`src/logic/nnPkg.sv`:
```
package nnPkg;

	localparam int FracBits = 8;
	localparam int NumFeatures = 10;
	localparam int NumHidden = 4;
	localparam int NumClasses = 3;

	// Q8.8 values carried between the layers
	typedef logic signed [15:0] activation;
	typedef logic signed [15:0] weight;
	typedef logic signed [31:0] accumulator;
	typedef logic [1:0] classIndex;

	typedef activation [NumFeatures-1:0] featureVector;
	typedef activation [NumHidden-1:0] hiddenVector;
	typedef activation [NumClasses-1:0] scoreVector;

	typedef struct packed {
		classIndex index;
		activation score;
	} classResult;

	// tables are indexed as node * inputs + input
	typedef weight [NumHidden*NumFeatures-1:0] hiddenWeightTable;
	typedef weight [NumHidden-1:0] hiddenBiasTable;
	typedef weight [NumClasses*NumHidden-1:0] outputWeightTable;
	typedef weight [NumClasses-1:0] outputBiasTable;

	// entries are listed from the highest index down
	localparam hiddenWeightTable HiddenWeights = {
		// node 3
		16'sh0180, 16'sh00E0, 16'shFF00, 16'sh0120, 16'sh0100,
		16'sh0040, 16'shFF80, 16'sh01C0, 16'sh0080, 16'shFE40,
		// node 2
		16'sh00A0, 16'shFEC0, 16'sh0180, 16'sh0040, 16'shFFA0,
		16'sh0200, 16'sh0080, 16'shFF00, 16'sh0100, 16'sh0100,
		// node 1
		16'sh0040, 16'sh0120, 16'sh0060, 16'shFF40, 16'sh0180,
		16'sh00C0, 16'shFE00, 16'sh0100, 16'sh0140, 16'shFF80,
		// node 0
		16'shFF00, 16'sh0080, 16'shFFC0, 16'sh0200, 16'sh0040,
		16'shFE80, 16'sh0100, 16'sh00C0, 16'shFF40, 16'sh0180
	};

	// every hidden bias is negative so a zero input rectifies to zero
	localparam hiddenBiasTable HiddenBiases = {
		16'shFFA0, 16'shFFE0, 16'shFF80, 16'shFFC0
	};

	localparam outputWeightTable OutputWeights = {
		// class 2
		16'shFE80, 16'sh0160, 16'sh0060, 16'sh00A0,
		// class 1
		16'sh0100, 16'shFF40, 16'sh0180, 16'shFFC0,
		// class 0
		16'sh00C0, 16'sh0080, 16'shFF80, 16'sh0140
	};

	// classes 1 and 2 share a bias above that of class 0
	localparam outputBiasTable OutputBiases = {
		16'sh0040, 16'sh0040, 16'sh0010
	};

endpackage

```
`src/logic/classSelect.sv`:
```
module classSelect #(
	parameter int NumClasses = nnPkg::NumClasses
) (
	input logic clk,
	input logic reset,
	input nnPkg::scoreVector scores,
	output nnPkg::classResult result
);

	import nnPkg::*;

	localparam int Levels = $clog2(NumClasses);
	localparam int Width = 1 << Levels;

	classResult stage [Levels+1][Width];
	logic stageValid [Levels+1][Width];

	// pairwise tree, the left entry of a pair always has the lower index
	always_comb
	begin
		classResult left;
		classResult right;
		stage = '{default: '0};
		stageValid = '{default: 1'b0};
		for (int i = 0; i < NumClasses; i++)
		begin
			stage[0][i].index = classIndex'(i);
			stage[0][i].score = scores[i];
			stageValid[0][i] = 1'b1;
		end
		for (int l = 0; l < Levels; l++)
		begin
			for (int i = 0; i < (Width >> (l + 1)); i++)
			begin
				left = stage[l][2*i];
				right = stage[l][2*i+1];
				// a strict compare lets the lower index win a tie
				if (stageValid[l][2*i+1] && right.score > left.score)
				begin
					stage[l+1][i] = right;
				end
				else
				begin
					stage[l+1][i] = left;
				end
				stageValid[l+1][i] = stageValid[l][2*i];
			end
		end
	end

	always_ff @(posedge clk)
	begin
		if (reset)
			result <= '0;
		else
			result <= stage[Levels][0];
	end

endmodule

```
`src/logic/denseLayer.sv`:
```
module denseLayer #(
	parameter int NumInputs = nnPkg::NumFeatures,
	parameter int NumNodes = nnPkg::NumHidden,
	parameter nnPkg::weight [NumNodes*NumInputs-1:0] Weights = '0,
	parameter nnPkg::weight [NumNodes-1:0] Biases = '0,
	parameter bit Rectify = 1'b1
) (
	input logic clk,
	input logic reset,
	input nnPkg::activation [NumInputs-1:0] inputs,
	output nnPkg::activation [NumNodes-1:0] outputs
);

	import nnPkg::*;

	// all nodes see the same inputs, so the layer latency is that of one neuron
	for (genvar n = 0; n < NumNodes; n++)
	begin : gNode
		// row n of the table belongs to node n
		localparam weight [NumInputs-1:0] NodeWeights = Weights[n*NumInputs +: NumInputs];
		localparam weight NodeBias = Biases[n];

		neuron #(
			.NumInputs(NumInputs),
			.Weights(NodeWeights),
			.Bias(NodeBias),
			.Rectify(Rectify)
		) node (
			.clk(clk),
			.reset(reset),
			.inputs(inputs),
			.value(outputs[n])
		);
	end

endmodule

```
`src/logic/mlpClassifier.sv`:
```
module mlpClassifier #(
	parameter nnPkg::hiddenWeightTable HiddenWeights = nnPkg::HiddenWeights,
	parameter nnPkg::hiddenBiasTable HiddenBiases = nnPkg::HiddenBiases,
	parameter nnPkg::outputWeightTable OutputWeights = nnPkg::OutputWeights,
	parameter nnPkg::outputBiasTable OutputBiases = nnPkg::OutputBiases
) (
	input logic clk,
	input logic reset,
	input nnPkg::featureVector features,
	output nnPkg::hiddenVector hiddenActs,
	output nnPkg::classResult result
);

	import nnPkg::*;

	scoreVector scores;

	// hidden layer, features at edge k reach hiddenActs after edge k+3
	denseLayer #(
		.NumInputs(NumFeatures),
		.NumNodes(NumHidden),
		.Weights(HiddenWeights),
		.Biases(HiddenBiases),
		.Rectify(1'b1)
	) hiddenLayer (
		.clk(clk),
		.reset(reset),
		.inputs(features),
		.outputs(hiddenActs)
	);

	// output layer is linear so the scores keep their sign
	denseLayer #(
		.NumInputs(NumHidden),
		.NumNodes(NumClasses),
		.Weights(OutputWeights),
		.Biases(OutputBiases),
		.Rectify(1'b0)
	) outputLayer (
		.clk(clk),
		.reset(reset),
		.inputs(hiddenActs),
		.outputs(scores)
	);

	// one more register puts the result seven edges behind the features
	classSelect #(
		.NumClasses(NumClasses)
	) selector (
		.clk(clk),
		.reset(reset),
		.scores(scores),
		.result(result)
	);

endmodule

```
`src/logic/neuron.sv`:
```
module neuron #(
	parameter int NumInputs = nnPkg::NumFeatures,
	parameter nnPkg::weight [NumInputs-1:0] Weights = '0,
	parameter nnPkg::weight Bias = '0,
	parameter bit Rectify = 1'b1
) (
	input logic clk,
	input logic reset,
	input nnPkg::activation [NumInputs-1:0] inputs,
	output nnPkg::activation value
);

	import nnPkg::*;

	localparam int ActBits = $bits(activation);
	localparam accumulator ActMax = accumulator'((2 ** (ActBits - 1)) - 1);
	localparam accumulator ActMin = accumulator'(-(2 ** (ActBits - 1)));

	activation [NumInputs-1:0] inputRegs;
	accumulator products [NumInputs];
	accumulator total;
	activation sumReg;

	// clip a wide sum into the activation range
	function automatic activation saturate(accumulator x);
		activation clipped;
		if (x > ActMax)
			clipped = activation'(ActMax);
		else if (x < ActMin)
			clipped = activation'(ActMin);
		else
			clipped = activation'(x);
		return clipped;
	endfunction

	// every product is formed in parallel and rescaled to Q8.8
	always_comb
	begin
		for (int i = 0; i < NumInputs; i++)
		begin
			products[i] = (accumulator'(inputRegs[i]) * accumulator'(Weights[i])) >>> FracBits;
		end
	end

	always_comb
	begin
		total = accumulator'(Bias);
		for (int i = 0; i < NumInputs; i++)
		begin
			total = total + products[i];
		end
	end

	always_ff @(posedge clk)
	begin
		if (reset)
			inputRegs <= '0;
		else
			inputRegs <= inputs;
	end

	always_ff @(posedge clk)
	begin
		if (reset)
			sumReg <= '0;
		else
			sumReg <= saturate(total);
	end

	// the output layer leaves Rectify off and passes negative scores through
	always_ff @(posedge clk)
	begin
		if (reset)
			value <= '0;
		else if (Rectify && sumReg < 0)
			value <= '0;
		else
			value <= sumReg;
	end

endmodule

```
`config.mk`:
```
export PLATFORM = sky130hd
export DESIGN_NAME = mlpClassifier
export DESIGN_NICKNAME = d
export VERILOG_FILES = /design/src/logic/nnPkg.sv /design/src/logic/classSelect.sv /design/src/logic/denseLayer.sv /design/src/logic/mlpClassifier.sv /design/src/logic/neuron.sv
export SDC_FILE = /design/constraint.sdc
export NUM_CORES = 2
export LEC_CHECK = 0
export BUFFER_PORTS_ARGS = -buffer_cell sky130_fd_sc_hd__clkbuf_2
export CAP_MARGIN = 0
export CORE_MARGIN = 2
export CORE_UTILIZATION = 25
export CTS_BUF_LIST = sky130_fd_sc_hd__clkbuf_8
export DETAILED_ROUTE_END_ITERATION = 16
export HOLD_SLACK_MARGIN = 0.05
export PLACE_DENSITY = 0.37
export SETUP_SLACK_MARGIN = 0.2
export SYNTH_ARGS = -nofsm -noshare
export SYNTH_HDL_FRONTEND = slang
export SYNTH_SLANG_ARGS = --single-unit
```
`constraint.sdc`:
```
create_clock -name clk -period 17.52 [get_ports clk]
set_input_delay 1.752 -clock clk [delete_from_list [all_inputs] [get_ports clk]]
set_output_delay 1.752 -clock clk [all_outputs]
set_load 0.01 [all_outputs]
```
==> impl_metrics.csv <==
group,metric,value,unit
die,initial_core_util,0.251,
cts,insertion_delay,0.86,ns
timing,tns,0,ns
job,maxCapViolCount,0,
yosys,yosys_warnings,0,
yosys,netlist_area,0.0695,sq mm
worst_setup_path,end_kind,"flip-flop",
yosys,synth_cell_type_count,90,
worst_setup_path,required,18.18,ns
global_routing,antenna_found_initial,29,
placed_design,port_buffers,243,
detailed_routing,drt_wl_total,279,mm
timing,final-max-slew-violation-count,0,
yosys,yosys_most_used_dff,"dfxtp_1",
timing,finalSetupViolCount,0,
yosys,syn_inst,7450,
placed_design,gp_congestion,0.916,
layout,design_area,0.0777,sq mm
die,dieArea,0.282,sq mm
yosys,synth_seq_area_share,0.134,
cts,cts_setup_buffers,0,
cts,cts_resized,0,
layout,layout_common_cells,"1483 x inv_1, 1242 x ha_1, 897 x fa_1",
detailed_routing,vias_per_cell,4.50,
layout,layout_commonest_cell,"inv_1",
placed_design,post-dp-hpwl,248,mm
timing,rsz0062_at_grt,"false",
yosys,avgSynthCellArea,9.33,sq um
cts,cts_buffers,98,
cts,cts.sinks,466,
layout,area_growth,11.7,%
layout,drive_gt1_frac,0.0653,
worst_setup_path,crit_fanout,15,
detailed_routing,via_count,52100,
worst_setup_path,cp-start-kind,"flip-flop",
cts,cts_tree,"done",
global_routing,grt_pass1_wl,395,mm
timing,post-route-period-util,0.692,
yosys,async_reset_ff_frac,0,
global_routing,grt.overflow.total,0,
detailed_routing,dr.pass1.iters,6,
placed_design,dpl_cell_area,0.0754,sq mm
detailed_routing,drt_iter0_markers,2840,
timing,fin_skew,0.0531,ns
worst_setup_path,crit_family,"compound AO/OA/AOI/OAI gates",
timing,tightest_slew,1.25,ns
detailed_routing,wl_per_cell,24.1,um
die,core-area,0.276,sq mm
yosys,synth_edf_count,0,
worst_setup_path,critPathBufInv,6,
worst_setup_path,critPathMaxStageDelay,0.93,ns
cts,clk_path_buf_depth,3,
detailed_routing,drc,0,
worst_hold_path,min_path_type,"reg2reg",
detailed_routing,antenna_left,0,
global_routing,track_usage,0.195,
global_routing,grt_max_degree,73,
die,num_rows,193,
global_routing,grt_pass1_vias,54500,
layout,num-nets-final,10000,
cts,holdBufCountCts,0,
worst_setup_path,criticalPathCategory,"reg2reg",
die,die_w,531,um
yosys,synth_seq_cells,466,
cts,clk_pin_slew,0.07,ns
status,status,"completed",
cts,root_buffer,"clkbuf_8",
timing,slew_headroom,0.162,
cts,cts-htree-levels,3,
timing,fin_crit,12.12,ns
timing,max_clock_freq,82.5,MHz
timing,hold_viol,0,
worst_setup_path,cp.arrival,12.78,ns
worst_setup_path,crit_slowest_cell,"o311ai_0",
die,io_pins,244,
die,fp.dieH,531,um
stage by stage:
| stage | hold WS, ns | setup slack (ns) | util | instances |
|---|---|---|---|---|
| finish | 0.421 | 5.40 | 0.281 | 11600 |
| global route | 0.435 | 4.71 | 0.281 | 11600 |
| CTS | 0.414 | 5.51 | 0.280 | 11500 |
| detailed placement | 0.414 | 5.61 | 0.273 | 11300 |
| global placement | 0.411 | 5.73 | 0.273 | 11300 |
| floorplan | 0.406 | 7.98 | - | 7453 |
synth_stat cells (14+ instances only):
| cell type | number | area share |
|---|---|---|
| inv_1 | 1467 | 0.079 |
| ha_1 | 1242 | 0.22 |
| fa_1 | 897 | 0.26 |
| dfxtp_1 | 466 | 0.13 |
| xnor2_1 | 393 | 0.050 |
| a21oi_1 | 350 | 0.025 |
| nor2b_1 | 347 | 0.031 |
| nor2_1 | 284 | 0.015 |
| nand2_1 | 239 | 0.013 |
| o21ai_0 | 237 | 0.017 |
| xor2_1 | 146 | 0.018 |
| nand3_1 | 141 | 0.010 |
| a21o_1 | 125 | 0.013 |
| clkbuf_1 | 90 | 0.0049 |
| and2_1 | 86 | 0.0077 |
| nor3_1 | 85 | 0.0061 |
| nand2b_1 | 81 | 0.0073 |
| o21a_1 | 77 | 0.0083 |
| o21bai_1 | 66 | 0.0071 |
| nand4_1 | 57 | 0.0051 |
| a211oi_1 | 45 | 0.0049 |
| a21boi_0 | 43 | 0.0046 |
| o211ai_1 | 38 | 0.0041 |
| and3_1 | 37 | 0.0033 |
| or3_1 | 33 | 0.0030 |
| a31oi_1 | 31 | 0.0028 |
| mux2i_1 | 30 | 0.0043 |
| nor4_1 | 27 | 0.0024 |
| o31ai_1 | 22 | 0.0024 |
| o41ai_1 | 20 | 0.0025 |
| or2_2 | 19 | 0.0017 |
| o31a_1 | 14 | 0.0018 |
registers in the layout (all words and copies together), names as in the netlist:
register / count
hiddenLayer.gNode.node.sumReg: 64
outputLayer.gNode.node.inputRegs: 64
outputLayer.gNode.node.sumReg: 48
outputLayer.gNode.node.value: 48
hiddenLayer.gNode.node.value: 64
hiddenLayer.gNode.node.inputRegs: 160
selector.result: 18
metal layers:
metal	up-vias	wire (um)	GRT usage
li1	25000	-	-
met1	25800	123000	0.253
met2	1070	136000	0.338
met3	216	10200	0.0208
met4	8	8830	0.0585
met5	-	55	0
cell families after synthesis:
logic type / synth area share
adders and majority gates: 0.482
DFF: 0.134
other: 0.0000539
AOI/OAI and AO/OA: 0.114
buffers and inverters: 0.0853
and+or+nand+nor: 0.111
muxes: 0.00497
xor gates and xnor gates: 0.0681
final timing paths:
| kind | startpoint | to | slack, ns | depth (start not counted) |
|---|---|---|---|---|
| setup / recovery | hiddenLayer.gNode[0].node.inputRegs[34] | hiddenLayer.gNode[3].node.sumReg[2] | 5.40 | 35 |
| hold / removal | hiddenLayer.gNode[3].node.sumReg[6] | hiddenLayer.gNode[3].node.value[6] | 0.42 | 1 |
| setup reg to reg | hiddenLayer.gNode[0].node.inputRegs[34] | hiddenLayer.gNode[3].node.sumReg[2] | 5.40 | 35 |
| hold reg to reg | hiddenLayer.gNode[3].node.sumReg[6] | hiddenLayer.gNode[3].node.value[6] | 0.42 | 1 |
area by class of cell:
type | count | area (sq um)
Multi-Input combinational cell | 5412 | 54300
Antenna cell | 52 | 130
Clock inverter | 54 | 568
Timing Repair Buffer | 286 | 1550
Fill cell | 29700 | 199000
Inverter | 1471 | 5520
Tap cell | 3705 | 4640
Sequential cell | 466 | 9330
Clock buffer | 117 | 1610
Power is not shown: default switching activity piles up to over one toggle a cycle in this logic, so the estimate is an artifact.
